File: config.mk
export PLATFORM = sky130hd
export DESIGN_NAME = laser_projector
export DESIGN_NICKNAME = d
export VERILOG_FILES = /design/src/logic/laser_pkg.sv /design/src/logic/point_if.sv /design/src/logic/laser_projector.sv /design/src/logic/dac_spi_serializer.sv /design/src/logic/point_fifo.sv /design/src/logic/paddle_scene_gen.sv /design/src/logic/paddle_debounce.sv
export SDC_FILE = /design/constraint.sdc
export NUM_CORES = 1
export LEC_CHECK = 0
export ABC_CLOCK_PERIOD_IN_PS = 2850
export BUFFER_PORTS_ARGS = -buffer_cell sky130_fd_sc_hd__buf_4
export CORE_ASPECT_RATIO = 0.8
export CORE_UTILIZATION = 55
export DETAILED_ROUTE_END_ITERATION = 8
export PLACE_DENSITY = 0.77
export SYNTH_ARGS = -nofsm -noshare
export SYNTH_HDL_FRONTEND = slang
export SYNTH_SLANG_ARGS = --single-unit
File: constraint.sdc
create_clock -name clk -period 2.85 [get_ports clk]
set_input_delay 0.1425 -clock clk [delete_from_list [all_inputs] [get_ports clk]]
set_output_delay 0.1425 -clock clk [all_outputs]
set_load 0.005 [all_outputs]
File: src/logic/laser_pkg.sv
package laser_pkg;

    //////////////////////////////
    // widths
    //////////////////////////////
    localparam int COORD_W    = 12;  // dac resolution
    localparam int RGB_W      = 3;
    localparam int DAC_WORD_W = 16;

    //////////////////////////////
    // scene constants
    //////////////////////////////
    localparam logic [COORD_W-1:0] LEFT_X       = 12'd256;
    localparam logic [COORD_W-1:0] RIGHT_X      = 12'd3840;
    localparam logic [RGB_W-1:0]   LEFT_RGB     = 3'b100;  // red
    localparam logic [RGB_W-1:0]   RIGHT_RGB    = 3'b001;  // blue
    localparam logic [COORD_W-1:0] PADDLE_PITCH = 12'd256;
    localparam logic [COORD_W-1:0] PADDLE_STEP  = 12'd512;
    localparam logic [COORD_W-1:0] PADDLE_TOP   = 12'd1536; // highest base y

    // one dac transfer, seen as command fields or as a plain shift word
    typedef union packed {
        struct packed {
            logic               ch_b;      // 0 selects channel a
            logic               buffered;  // vref input buffer
            logic               gain;      // 1 = 1x output gain
            logic               shdn_n;    // 0 shuts the channel down
            logic [COORD_W-1:0] data;
        } fields;
        logic [DAC_WORD_W-1:0] raw;
    } dac_word_u;

endpackage
File: src/logic/point_if.sv
`timescale 1ns/1ps

// one laser point plus its fifo handshake levels
interface point_if import laser_pkg::*; ();

    logic               push;
    logic               pop;
    logic               full;
    logic               empty;
    logic [COORD_W-1:0] x;
    logic [COORD_W-1:0] y;
    logic [RGB_W-1:0]   rgb;

    modport producer (output push, x, y, rgb, input full);
    modport fifo_in  (input push, x, y, rgb, output full);
    modport fifo_out (output x, y, rgb, empty, input pop);
    modport consumer (input x, y, rgb, empty, output pop);

endinterface

File: src/logic/laser_projector.sv
`timescale 1ns/1ps

module laser_projector import laser_pkg::*; #(
    parameter int DEBOUNCE_CYCLES   = 8,
    parameter int POINTS_PER_PADDLE = 4,
    parameter int FIFO_DEPTH        = 4,
    parameter int SCLK_DIV          = 2
) (
    input  logic             clk,
    input  logic             rst,
    input  logic             paddle_l,
    input  logic             paddle_r,
    input  logic             frame_sync,
    output logic             dac_sclk,
    output logic             dac_mosi,
    output logic             dac_csn,
    output logic             dac_latchn,
    output logic [RGB_W-1:0] laser_rgb
);

    logic clean_l;  // debounced left button
    logic clean_r;

    point_if scene_pts ();
    point_if dac_pts ();

    //////////////////////////////
    // buttons
    //////////////////////////////
    paddle_debounce #(.DEBOUNCE_CYCLES(DEBOUNCE_CYCLES)) db_l (
        .clk(clk), .rst(rst), .noisy(paddle_l), .clean(clean_l)
    );

    paddle_debounce #(.DEBOUNCE_CYCLES(DEBOUNCE_CYCLES)) db_r (
        .clk(clk), .rst(rst), .noisy(paddle_r), .clean(clean_r)
    );

    //////////////////////////////
    // point path
    //////////////////////////////
    paddle_scene_gen #(.POINTS_PER_PADDLE(POINTS_PER_PADDLE)) scene (
        .clk(clk), .rst(rst), .frame_sync(frame_sync),
        .paddle_l(clean_l), .paddle_r(clean_r), .pts(scene_pts.producer)
    );

    point_fifo #(.FIFO_DEPTH(FIFO_DEPTH)) fifo (
        .clk(clk), .rst(rst), .wr(scene_pts.fifo_in), .rd(dac_pts.fifo_out)
    );

    dac_spi_serializer #(.SCLK_DIV(SCLK_DIV)) dac (
        .clk(clk), .rst(rst), .pts(dac_pts.consumer),
        .sclk(dac_sclk), .mosi(dac_mosi), .csn(dac_csn),
        .latchn(dac_latchn), .laser_rgb(laser_rgb)
    );

endmodule

File: src/logic/dac_spi_serializer.sv
`timescale 1ns/1ps

module dac_spi_serializer import laser_pkg::*; #(
    parameter int SCLK_DIV = 2
) (
    input  logic             clk,
    input  logic             rst,
    point_if.consumer        pts,
    output logic             sclk,
    output logic             mosi,
    output logic             csn,
    output logic             latchn,
    output logic [RGB_W-1:0] laser_rgb
);

    localparam int DIV_W = $clog2(SCLK_DIV + 1);
    localparam int BIT_W = $clog2(DAC_WORD_W);

    localparam logic [2:0] IDLE    = 3'd0;
    localparam logic [2:0] SHIFT   = 3'd1;
    localparam logic [2:0] GAP     = 3'd2;  // csn high between the two words
    localparam logic [2:0] LATCH   = 3'd3;
    localparam logic [2:0] RELEASE = 3'd4;

    logic [2:0]            state;
    logic                  second;     // channel b word on the wire
    logic [DIV_W-1:0]      div;
    logic [BIT_W-1:0]      bit_cnt;
    logic [DAC_WORD_W-1:0] shreg;
    dac_word_u             word_next;

    // x goes out on channel a from idle, y on channel b after the gap
    always_comb begin
        word_next.fields.ch_b     = (state == GAP);
        word_next.fields.buffered = 1'b0;
        word_next.fields.gain     = 1'b1;
        word_next.fields.shdn_n   = 1'b1;
        word_next.fields.data     = (state == GAP) ? pts.y : pts.x;
    end

    assign pts.pop = (state == LATCH);

    always_ff @(posedge clk) begin
        if (rst) begin
            state     <= IDLE;
            second    <= 1'b0;
            div       <= '0;
            bit_cnt   <= '0;
            sclk      <= 1'b0;
            mosi      <= 1'b0;
            csn       <= 1'b1;
            latchn    <= 1'b1;
            laser_rgb <= '0;
        end else begin
            case (state)
                IDLE, GAP: begin
                    if (state == GAP || !pts.empty) begin
                        shreg   <= word_next.raw;
                        mosi    <= word_next.raw[DAC_WORD_W-1];  // msb first
                        csn     <= 1'b0;
                        second  <= (state == GAP);
                        div     <= '0;
                        bit_cnt <= '0;
                        state   <= SHIFT;
                    end
                end
                SHIFT: begin
                    if (div == DIV_W'(SCLK_DIV - 1)) begin
                        div  <= '0;
                        sclk <= ~sclk;
                        if (sclk) begin  // falling edge
                            if (bit_cnt == BIT_W'(DAC_WORD_W - 1)) begin
                                csn   <= 1'b1;
                                state <= second ? LATCH : GAP;
                            end else begin
                                bit_cnt <= bit_cnt + 1'b1;
                                shreg   <= {shreg[DAC_WORD_W-2:0], 1'b0};
                                mosi    <= shreg[DAC_WORD_W-2];
                            end
                        end
                    end else begin
                        div <= div + 1'b1;
                    end
                end
                LATCH: begin
                    latchn    <= 1'b0;     // both channels update together
                    laser_rgb <= pts.rgb;
                    state     <= RELEASE;
                end
                default: begin
                    latchn <= 1'b1;
                    state  <= IDLE;
                end
            endcase
        end
    end

endmodule

File: src/logic/point_fifo.sv
`timescale 1ns/1ps

module point_fifo import laser_pkg::*; #(
    parameter int FIFO_DEPTH = 4
) (
    input  logic      clk,
    input  logic      rst,
    point_if.fifo_in  wr,
    point_if.fifo_out rd
);

    localparam int ENTRY_W = 2 * COORD_W + RGB_W;
    localparam int PTR_W   = (FIFO_DEPTH > 1) ? $clog2(FIFO_DEPTH) : 1;
    localparam int CNT_W   = $clog2(FIFO_DEPTH + 1);

    logic [ENTRY_W-1:0] mem [FIFO_DEPTH];  // {x, y, rgb}
    logic [PTR_W-1:0]   wptr;
    logic [PTR_W-1:0]   rptr;
    logic [CNT_W-1:0]   count;
    logic               do_wr;
    logic               do_rd;

    function automatic logic [PTR_W-1:0] next_ptr(input logic [PTR_W-1:0] p);
        return (p == PTR_W'(FIFO_DEPTH - 1)) ? '0 : p + 1'b1;
    endfunction

    assign do_wr    = wr.push && !wr.full;
    assign do_rd    = rd.pop && !rd.empty;
    assign wr.full  = (count == CNT_W'(FIFO_DEPTH));
    assign rd.empty = (count == '0);
    assign {rd.x, rd.y, rd.rgb} = mem[rptr];  // head always on show

    always_ff @(posedge clk) begin
        if (do_wr) begin
            mem[wptr] <= {wr.x, wr.y, wr.rgb};
        end
    end

    always_ff @(posedge clk) begin
        if (rst) begin
            wptr  <= '0;
            rptr  <= '0;
            count <= '0;
        end else begin
            if (do_wr) wptr <= next_ptr(wptr);
            if (do_rd) rptr <= next_ptr(rptr);
            case ({do_wr, do_rd})
                2'b10:   count <= count + 1'b1;
                2'b01:   count <= count - 1'b1;
                default: count <= count;  // idle or both
            endcase
        end
    end

endmodule

File: src/logic/paddle_scene_gen.sv
`timescale 1ns/1ps

module paddle_scene_gen import laser_pkg::*; #(
    parameter int POINTS_PER_PADDLE = 4
) (
    input  logic      clk,
    input  logic      rst,
    input  logic      frame_sync,
    input  logic      paddle_l,
    input  logic      paddle_r,
    point_if.producer pts
);

    localparam int FRAME_PTS = 2 * POINTS_PER_PADDLE;
    localparam int IDX_W     = (FRAME_PTS > 1) ? $clog2(FRAME_PTS) : 1;

    logic               busy;       // frame in progress
    logic [IDX_W-1:0]   idx;        // point being offered
    logic [IDX_W-1:0]   k;
    logic               right_side;
    logic [COORD_W-1:0] base_l;
    logic [COORD_W-1:0] base_r;
    logic               up_l;
    logic               up_r;

    // returns {up, base} after one frame of button input
    function automatic logic [COORD_W:0] step_paddle(input logic               held,
                                                     input logic               up,
                                                     input logic [COORD_W-1:0] base);
        logic [COORD_W:0] sum;
        logic [COORD_W:0] result;
        sum = {1'b0, base} + {1'b0, PADDLE_STEP};
        if (!held) begin
            result = {up, base};
        end else if (up && (sum > {1'b0, PADDLE_TOP})) begin
            result = {1'b0, base - PADDLE_STEP};  // bounce off the top
        end else if (up) begin
            result = {1'b1, sum[COORD_W-1:0]};
        end else if (base < PADDLE_STEP) begin
            result = {1'b1, sum[COORD_W-1:0]};  // bounce off the bottom
        end else begin
            result = {1'b0, base - PADDLE_STEP};
        end
        return result;
    endfunction

    always_ff @(posedge clk) begin
        if (rst) begin
            busy   <= 1'b0;
            idx    <= '0;
            base_l <= '0;
            base_r <= '0;
            up_l   <= 1'b1;
            up_r   <= 1'b1;
        end else if (!busy) begin
            if (frame_sync) begin
                {up_l, base_l} <= step_paddle(paddle_l, up_l, base_l);
                {up_r, base_r} <= step_paddle(paddle_r, up_r, base_r);
                busy <= 1'b1;
                idx  <= '0;
            end
        end else if (!pts.full) begin
            if (idx == IDX_W'(FRAME_PTS - 1)) begin
                busy <= 1'b0;
            end
            idx <= idx + 1'b1;
        end
    end

    // left paddle points first, then right
    assign right_side = (idx >= IDX_W'(POINTS_PER_PADDLE));
    assign k          = right_side ? idx - IDX_W'(POINTS_PER_PADDLE) : idx;

    assign pts.push = busy && !pts.full;
    assign pts.x    = right_side ? RIGHT_X : LEFT_X;
    assign pts.y    = (right_side ? base_r : base_l) + COORD_W'(k) * PADDLE_PITCH;
    assign pts.rgb  = right_side ? RIGHT_RGB : LEFT_RGB;

endmodule

File: src/logic/paddle_debounce.sv
`timescale 1ns/1ps

module paddle_debounce #(
    parameter int DEBOUNCE_CYCLES = 8
) (
    input  logic clk,
    input  logic rst,
    input  logic noisy,
    output logic clean
);

    localparam int CNT_W = $clog2(DEBOUNCE_CYCLES + 1);

    logic [1:0]       sync;   // two flop synchronizer
    logic             last;   // level being timed
    logic [CNT_W-1:0] cnt;

    always_ff @(posedge clk) begin
        if (rst) begin
            sync  <= '0;
            last  <= 1'b0;
            cnt   <= '0;
            clean <= 1'b0;
        end else begin
            sync <= {sync[0], noisy};
            if (sync[1] != last) begin
                last <= sync[1];  // level moved, restart timing
                cnt  <= '0;
            end else if (cnt == CNT_W'(DEBOUNCE_CYCLES - 1)) begin
                clean <= last;
            end else begin
                cnt <= cnt + 1'b1;
            end
        end
    end

endmodule

; Word-level counts from Yosys, hierarchy flattened
; Memory sizes are Yosys's and may differ from the RTL's. A register that Yosys moved wholly into a read port is not among the register bits.
; Cells that the tools add are included.
[totals]
reg_bits = 85
mem_bits_rw = 108
output_inout_bits = 7
elab_cells = 158
mem_count = 1
[classes]
n_addsub = 15
n_lt_le_gt_ge = 5
eq_ne = 21
muxes = 55
bitwise_logic = 5
n_reduce_logical = 29
[mem_list]
columns = name, words, word_bits, rd, rd_clocked_by_memory_dff, write_ports, line
row1 = fifo.mem, 4, 27, 1, 1, 1, point_fifo.sv:16  ; logic [ENTRY_W-1:0] mem [FIFO_DEPTH];
[ops]
columns = operator, count
row1 = $mux W13, 6
row2 = $mux W15, 4
row3 = $mux W12, 3
row4 = $pmux W15 S2, 1
row5 = $mux W3, 9
row6 = $add A12 B10 Y13 const B, 2
row7 = $gt A13 B11 Y1 const B, 2
row8 = $lt A12 B10 Y1 const B, 2
row9 = $sub A12 B10 Y12 const B, 2
row10 = $mux W4, 4
row11 = $mux W1, 15
row12 = $add A12 B11 Y12, 1
row13 = $add A4 B1 Y4 const B, 3
row14 = $mux W2, 6
row15 = $reduce_and A2 Y1, 6
row16 = $reduce_and A5 Y1, 2
row17 = $pmux W3 S3, 1
row18 = $eq A4 B3 Y1 const B, 2
row19 = $ne A2 B1 Y1 const B, 4
row20 = $pmux W4 S2, 1
row21 = $add A2 B1 Y2 const B, 3
row22 = $add A3 B1 Y3 const B, 2
row23 = $eq A2 B2 Y1 const B, 3
row24 = $eq A3 B2 Y1 const B, 2
row25 = 23 further kinds, 44

; Depth between registers and ports, before layout
; Gate-level depths: netlist of the first run.
[depth]
word_depth = 6
depth_mapped = 10

; Cells and area by module
; From an unflattened synthesis of the first run, not the netlist that was laid out.
[hier_totals]
hier_cells = 595
area_unflattened_um2 = 7770.0
[modules_own_cells]
columns = module, instances, cells_per_inst, area_each_um2
row1 = point_fifo, 1, 195, 4393.0
row2 = dac_spi_serializer, 1, 219, 1729.2
row3 = paddle_scene_gen, 1, 123, 1044.8
row4 = paddle_debounce, 2, 29, 301.5

; Worst setup path before layout of the first run
; OpenSTA, ideal clock, no wires.
[synth_path]
path_type = reg2reg
start = reg dac.state[0]
end = reg fifo.count[2]
setup_time_ns = 0.070
arrival_time_ns = 2.227
path_slack_ns = 0.553
stages_incl_launch_ff = 10
period_less_slack_ns = 2.297
path_cell_list = dfxtp_1 -> buf_2 -> nand2_1 -> nor3_1 -> ha_1 -> inv_1 -> fa_1 -> xor2_1 -> or3_1 -> a21oi_1
[synth_between]
elab_chain_len = 4
[synth_lines]
columns = element, line
row1 = "start, declared", dac_spi_serializer.sv:25  ; logic [2:0] state;
row2 = "start signal, assigned", dac_spi_serializer.sv:74  ; state <= second ? LATCH : GAP;
row3 = $eq A3 B2 Y1 (*), dac_spi_serializer.sv:41  ; assign pts.pop = (state == LATCH);
row4 = $logic_and A1 B1 Y1 (*), point_fifo.sv:28  ; assign do_rd = rd.pop && !rd.empty;
row5 = via fifo.do_rd, point_fifo.sv:21  ; logic do_rd;
row6 = $eq A2 B1 Y1 or $eq A2 B2 Y1 (tied branches), point_fifo.sv:47  ; case ({do_wr, do_rd})
row7 = $pmux W3 S2 or $reduce_bool A2 Y1 (tied branches), n/a
row8 = "end signal, assigned", point_fifo.sv:48  ; 2'b10: count <= count + 1'b1;
row9 = "end signal, assigned", point_fifo.sv:49  ; 2'b01: count <= count - 1'b1;
row10 = "end signal, assigned", point_fifo.sv:50  ; default: count <= count;
row11 = "end, declared", point_fifo.sv:19  ; logic [CNT_W-1:0] count;
; Mark *: on every way through the listed nets, which the timed path passes. The rest lies on a longest branch.
; A chain may end at the register's enable or synchronous reset.

; Final worst setup path of the first run
; Same ends and word-level chain as after synthesis.

==> results.py, run 1 <==
metrics = {
    "run_status": {
        "status": "completed",
    },
    "place": {
        "place_congestion": 0.789,
        "post-dp-hpwl_um": 4410,
        "numPortBuffers": 10,
    },
    "global_routing": {
        "grt_overflow": 0,
        "grt_max_degree": 43,
        "grt_pass1_vias": 2280,
        "antenna_found_initial": 0,
        "grt_pass1_wl_um": 10500,
        "track_usage_pct": 20.0,
    },
    "clocking": {
        "clk_pin_slew_ns": 0.08,
        "cts_resized": 0,
        "h-tree-depth": 3,
        "numCtsBuffers": 9,
        "clock_path_buffers": 2,
        "cts-root-buf": "clkbuf_8",
        "clkLatencyLatePin_ns": 0.36,
        "cts_tree": "yes",
        "clock_sinks": 84,
    },
    "worst_hold_path": {
        "hold_end": "scene.busy$_SDFF_PP0_",
        "whs_path_depth": 3,
        "hold_class": "in2reg",
        "min_from": "frame_sync",
    },
    "setup_path": {
        "critPathTopFamily": "simple AND/OR/NAND/NOR gates",
        "worstSetupPathType": "reg2reg",
        "reg2reg_slack_ns": 0.46,
        "max_stage_delay_ns": 0.50,
        "reg2reg_depth": 8,
        "worstPathCellList": "nand2_1 -> nor3_1 -> ha_1 -> inv_1 -> fa_1 -> xor2_1 -> or3_1 -> a21oi_1",
        "worstSetupEndpointType": "register",
        "cp_slowest_cell": "dfxtp_1",
        "r2r-start": "dac.state[0]$_SDFFE_PP0P_",
        "path_max_fanout": 12,
        "r2r-end": "fifo.count[2]$_SDFFE_PP0P_",
        "worstPathArrival_ns": 2.69,
        "cp.depth": 8,
        "startpoint_type": "register",
        "crit_required_ns": 3.14,
        "crit_buf_inv": 1,
    },
    "power_and_ir_drop": {
        "internal_power_mw": 1.86,
        "net-switching-power_mw": 0.556,
        "comb_power_share_pct": 6.6,
        "p_clk_share_pct": 38.8,
        "vdd_drop_max_uv": 369,
        "power_leakage_nw": 1.50,
        "swShare_pct": 23.0,
        "seqPwrFrac_pct": 54.6,
        "powerDensity_nw_per_um2": 588,
    },
    "timing": {
        "period_share_pct": 83.9,
        "final-max-slew-violation-count": 0,
        "worst_pin_slew_ns": 0.674,
        "rsz0062_at_grt": "no",
        "fmax_mhz": 418,
        "finalHoldViolations": 0,
        "period_needed_ns": 2.39,
        "setup_viol": 0,
        "finClkSkew_ns": 0.0135,
        "slew_headroom_pct": 55.0,
        "timing.hold.ws_ns": 0.113,
        "fin_tns_setup_ns": 0,
    },
    "yosys": {
        "synth_area_um2": 3730,
        "netlist_instances": 352,
        "syn_avg_cell_area_um2": 10.6,
        "ys.warnings.count": 0,
        "syn_nets": 376,
        "synth-edff-count": 31,
        "synth_seq_cells": 84,
        "ys_async_sr_fraction_pct": 0,
        "ys_seq_area_share_pct": 53.5,
        "netlist-cell-type-count": 49,
        "synthFlopType": "dfxtp_1",
    },
    "cells_and_area": {
        "drive_gt1_share_pct": 10.6,
        "syn_to_final_growth_pct": 10.3,
        "finalNetCount": 388,
        "diodes": 0,
        "final_util_pct": 63.5,
    },
    "die": {
        "placementRows": 26,
        "num_io_pins": 12,
        "fp.coreArea_um2": 6470,
        "die_area_um2": 7110,
        "die_x_um": 94.0,
        "start_util_pct": 57.6,
        "die_h_um": 75.6,
    },
    "flow_run": {
        "drv_cap": 0,
    },
    "drt": {
        "num_vias": 2551,
        "wire_per_inst_um": 14.0,
        "via_per_inst": 5.63,
        "drc": 0,
        "drt_pass1_iterations": 5,
        "finalWirelength_um": 6350,
        "dr.first_iter.drc_count": 184,
        "final_antenna_net_count": 0,
    },
}
per-stage QoR:
step           setup WS, ns  total power [mW]  instance area (um^2)  cells
3_3_place_gp          0.574              1.50                  3870    435
5_1_grt               0.321              2.51                  4110    453
3_5_place_dp          0.476              1.50                  3870    435
2_1_floorplan         0.553              1.46                  3730    352
4_1_cts               0.456              2.44                  4110    453
6_report              0.459              2.42                  4110    453
synthesized netlist by cell type, drive strengths merged, types with 7 or more instances:
master | n | share of area, %
dfxtp | 53 | 28
nor2 | 43 | 4.3
edfxtp | 31 | 25
inv | 19 | 1.9
nand2 | 19 | 1.9
a21oi | 18 | 2.4
ha | 18 | 6.0
nand3 | 16 | 2.1
o21ai | 13 | 1.7
clkbuf | 10 | 1.0
mux2i | 9 | 2.4
nor3 | 9 | 1.2
nand2b | 8 | 1.3
nor2b | 7 | 1.2
xnor2 | 7 | 1.6
power by group through the flow:
| stage | combinational (mW) | sequential [mW] | clock (mW) |
|---|---|---|---|
| after floorplan | 0.124 | 1.33 | 0 |
| after global placement | 0.152 | 1.34 | 0 |
| after detailed placement | 0.158 | 1.35 | 0 |
| after CTS | 0.161 | 1.32 | 0.956 |
| after global routing | 0.183 | 1.32 | 1.00 |
| final | 0.160 | 1.32 | 0.938 |
cells by family after synthesis:
group / Yosys count / synth area share, %
AND/OR/NAND/NOR: 132 / 17.8
flip-flops: 84 / 53.5
AO/OA/AOI/OAI: 55 / 9.37
buffers and inverters: 33 / 3.49
adder cells (fa/ha/maj): 19 / 6.58
multiplexers: 16 / 6.35
XOR/XNOR: 12 / 2.82
other: 1 / 0.101
layer usage:
| metal | vias to the layer above | track usage [%] | wire [um] |
|---|---|---|---|
| li1 | 1278 | - | - |
| met1 | 1213 | 26.5 | 3060 |
| met2 | 51 | 31.5 | 2920 |
| met3 | 9 | 6.59 | 288 |
| met4 | 0 | 6.67 | 83 |
| met5 | - | 0 | 0 |
worst min-delay path: stages:
cell,delay (ns)
buf_4,0.14
nor2_1,0.08
a211oi_1,0.06
flip-flops by register name, indices dropped and copies added (netlist names), 3 cells and up, named ones only:
| register | flops |
|---|---|
| scene.idx | 3 |
| db_r.cnt | 4 |
| db_l.cnt | 4 |
| fifo.count | 3 |
| fifo.mem | 24 |
| dac.shreg | 7 |
| dac.state | 3 |
| dac.bit_cnt | 4 |
| scene.base_r | 3 |
| scene.base_l | 3 |
worst max-delay path by stage:
| stage | from | end | slack (ns) |
|---|---|---|---|
| CTS | dac.state[0]$_SDFFE_PP0P_ | fifo.count[2]$_SDFFE_PP0P_ | 0.46 |
| global route | dac.state[0]$_SDFFE_PP0P_ | fifo.count[2]$_SDFFE_PP0P_ | 0.32 |
| global placement | dac.state[0]$_SDFFE_PP0P_ | fifo.count[2]$_SDFFE_PP0P_ | 0.57 |
| finish | dac.state[0]$_SDFFE_PP0P_ | fifo.count[2]$_SDFFE_PP0P_ | 0.46 |
| floorplan | dac.state[0]$_SDFFE_PP0P_ | fifo.count[2]$_SDFFE_PP0P_ | 0.55 |
| detailed placement | dac.state[0]$_SDFFE_PP0P_ | fifo.count[2]$_SDFFE_PP0P_ | 0.48 |
layout make-up:
| type | instances | area (um^2) |
|---|---|---|
| Fill cell | 510 | 2360 |
| Sequential cell | 84 | 1990 |
| Multi-Input combinational cell | 235 | 1600 |
| Clock buffer | 10 | 128 |
| Timing Repair Buffer | 15 | 118 |
| Tap cell | 84 | 105 |
| Clock inverter | 6 | 93.8 |
| Inverter | 19 | 71.3 |
cell usage in the layout (no fill, tap or decap), types with 2 or more instances in the layout:
master,instances
nor2b_1,7
xnor2_1,7
nor3b_1,5
bufinv_16,2
inv_1,17
inv_2,2
nand3_1,16
buf_4,13
and2_1,5
xor2_1,5
or3b_2,2
a21oi_1,18
nor3_1,9
o21bai_1,2
edfxtp_1,31
or3_1,3
a211o_1,4
dlygate4sd3_1,2
dfxtp_1,53
a211oi_1,5
clkbuf_8,9
mux2i_1,9
inv_6,3
nand2_1,19
and3b_1,3
nand3b_1,2
mux4_2,6
ha_1,18
nor4_1,6
nor2_1,43
a31oi_1,3
nand2b_1,8
o21ai_0,13
timing repair:
item                      CTS  global route
buffers inserted            0             0
hold buffers                2             0
hold endpoints to repair    2             0
Power figures use the tool's default switching activity.
==> run 2: changes to the inputs <==
--- a/config.mk
+++ b/config.mk
@@ -5,7 +5,7 @@
 export SDC_FILE = /design/constraint.sdc
 export NUM_CORES = 1
 export LEC_CHECK = 0
-export ABC_CLOCK_PERIOD_IN_PS = 2850
+export ABC_CLOCK_PERIOD_IN_PS = 2440
 export BUFFER_PORTS_ARGS = -buffer_cell sky130_fd_sc_hd__buf_4
 export CORE_ASPECT_RATIO = 0.8
 export CORE_UTILIZATION = 55
==> constraint.sdc (replaced) <==
create_clock -name clk -period 2.44 [get_ports clk]
set_input_delay 0.122 -clock clk [delete_from_list [all_inputs] [get_ports clk]]
set_output_delay 0.122 -clock clk [all_outputs]
set_load 0.005 [all_outputs]
==> results.py, run 2 (synthesis results as in run 1) <==
metrics = {
    "place": {
        "place_congestion": 0.781,
        "post-dp-hpwl_um": 4320,
        "numPortBuffers": 10,
        "dp.cells": 439,
        "place_area_um2": 3900,
    },
    "global_routing": {
        "antenna_found_initial": 0,
        "grt_pass1_vias": 2316,
        "grt_max_degree": 43,
        "track_usage_pct": 19.6,
        "grt_pass1_wl_um": 10400,
        "grt_overflow": 0,
    },
    "cells_and_area": {
        "drive_gt1_share_pct": 11.5,
        "fin_cells": 457,
        "final_area_um2": 4140,
        "syn_to_final_growth_pct": 11.0,
        "final_util_pct": 63.9,
        "biggestRegsByFlops": "fifo.mem: 24 flops, dac.shreg: 7 flops",
        "layout_commonest_cell": "dfxtp_1",
        "final_cell_mix": "53 x dfxtp_1, 43 x nor2_1, 31 x edfxtp_1",
        "regMostFlops": "fifo.mem",
        "finalNetCount": 392,
        "diodes": 0,
        "largest_reg_flops": 24,
        "num-fill-cells": 525,
    },
    "timing": {
        "slew_headroom_pct": 64.1,
        "period_share_pct": 91.5,
        "finalHoldViolations": 0,
        "setup_viol": 0,
        "final-max-slew-violation-count": 0,
        "fmax_mhz": 448,
        "rsz0062_at_grt": "no",
        "worst_pin_slew_ns": 0.537,
        "fin_tns_setup_ns": 0,
        "finClkSkew_ns": 0.00724,
        "period_needed_ns": 2.23,
    },
    "die": {
        "die_area_um2": 7110,
        "die_x_um": 94.0,
        "fp.coreArea_um2": 6470,
        "start_util_pct": 57.6,
        "placementRows": 26,
        "num_io_pins": 12,
        "die_h_um": 75.6,
    },
    "setup_path": {
        "crit_start": "dac.state[1]$_SDFFE_PP0P_",
        "path_max_fanout": 8,
        "startpoint_type": "register",
        "r2r-start": "dac.state[1]$_SDFFE_PP0P_",
        "worstPathArrival_ns": 2.51,
        "crit_required_ns": 2.72,
        "worstSetupEndpointType": "register",
        "worstSetupPathType": "reg2reg",
    },
    "clocking": {
        "cts_resized": 0,
        "cts-root-buf": "clkbuf_8",
        "cts_tree": "yes",
        "numCtsBuffers": 9,
        "clock_path_buffers": 2,
        "clk_pin_slew_ns": 0.08,
        "h-tree-depth": 3,
        "clkLatencyLatePin_ns": 0.35,
        "clock_sinks": 84,
    },
    "drt": {
        "num_vias": 2542,
        "drt_pass1_iterations": 4,
        "dr.first_iter.drc_count": 145,
        "wire_per_inst_um": 13.6,
        "via_per_inst": 5.56,
        "finalWirelength_um": 6240,
        "drc": 0,
        "final_antenna_net_count": 0,
    },
    "power_and_ir_drop": {
        "power_leakage_nw": 1.53,
        "power.total_mw": 2.80,
        "vdd_drop_max_uv": 348,
        "powerDensity_nw_per_um2": 677,
    },
    "run_status": {
        "status": "completed",
    },
    "flow_run": {
        "drv_cap": 0,
    },
    "worst_hold_path": {
        "hold_class": "in2reg",
        "min_from": "frame_sync",
    },
}
run 2: cell types whose count changed in the layout (fill, tap and decap cells not counted):
cell and change:
inv_6 -3, clkbuf_8 +1, buf_4 +4, clkinvlp_4 -1, clkinv_2 +3
run 2: final cells by class:
class	count	area, um^2	share of cell area [%]
clock inverters	5	75.1	1.81
inverters	19	71.3	1.72
flip-flops and latches	84	1990	48.2
repair buffers	19	148	3.57
multi-input cells	235	1600	38.8
clock buffers	11	141	3.42
well taps	84	105	2.54
run 2: through the flow:
step	hold WS [ns]	setup WS (ns)
after floorplan	0.250	0.143
after global placement	0.331	0.327
after detailed placement	0.341	0.245
after CTS	0.0812	0.223
after global routing	0.0898	0.0732
final	0.104	0.208
run 2: repair_timing:
item	in CTS	in global routing
hold buffers	2	0
setup buffers	0	0
hold endpoints to repair	2	0
run 2: worst paths after layout:
check / slack, ns / to / depth (start not counted)
hold reg to reg: 0.44 / db_l.sync[1]$_SDFF_PP0_ / 1
setup / recovery: 0.21 / fifo.count[2]$_SDFFE_PP0P_ / 8
setup reg to reg: 0.21 / fifo.count[2]$_SDFFE_PP0P_ / 8
hold / removal: 0.10 / scene.busy$_SDFF_PP0_ / 3
run 2: where the power goes:
group          switching (mW)  total (mW)  internal, mW  leakage [nW]
sequential             0.0311        1.53          1.50         0.714
clock                   0.471        1.07         0.600         0.113
combinational           0.109       0.196        0.0872         0.700
total                   0.611        2.80          2.19          1.53
run 2: routing by layer:
metal,track usage [%],vias up,routed length [um]
met2,32.5,38,2970
met4,5.13,0,34
met5,0,-,0
met3,7.78,4,223
li1,-,1277,-
met1,24.4,1223,3010
run 2: critical path: stages, from the launching register on:
cell and delay, ns:
dfxtp_1 0.45, nand2_1 0.10, nor3_1 0.25, ha_1 0.24
inv_1 0.07, fa_1 0.42, xor2_1 0.16, or3_1 0.31
a21oi_1 0.15
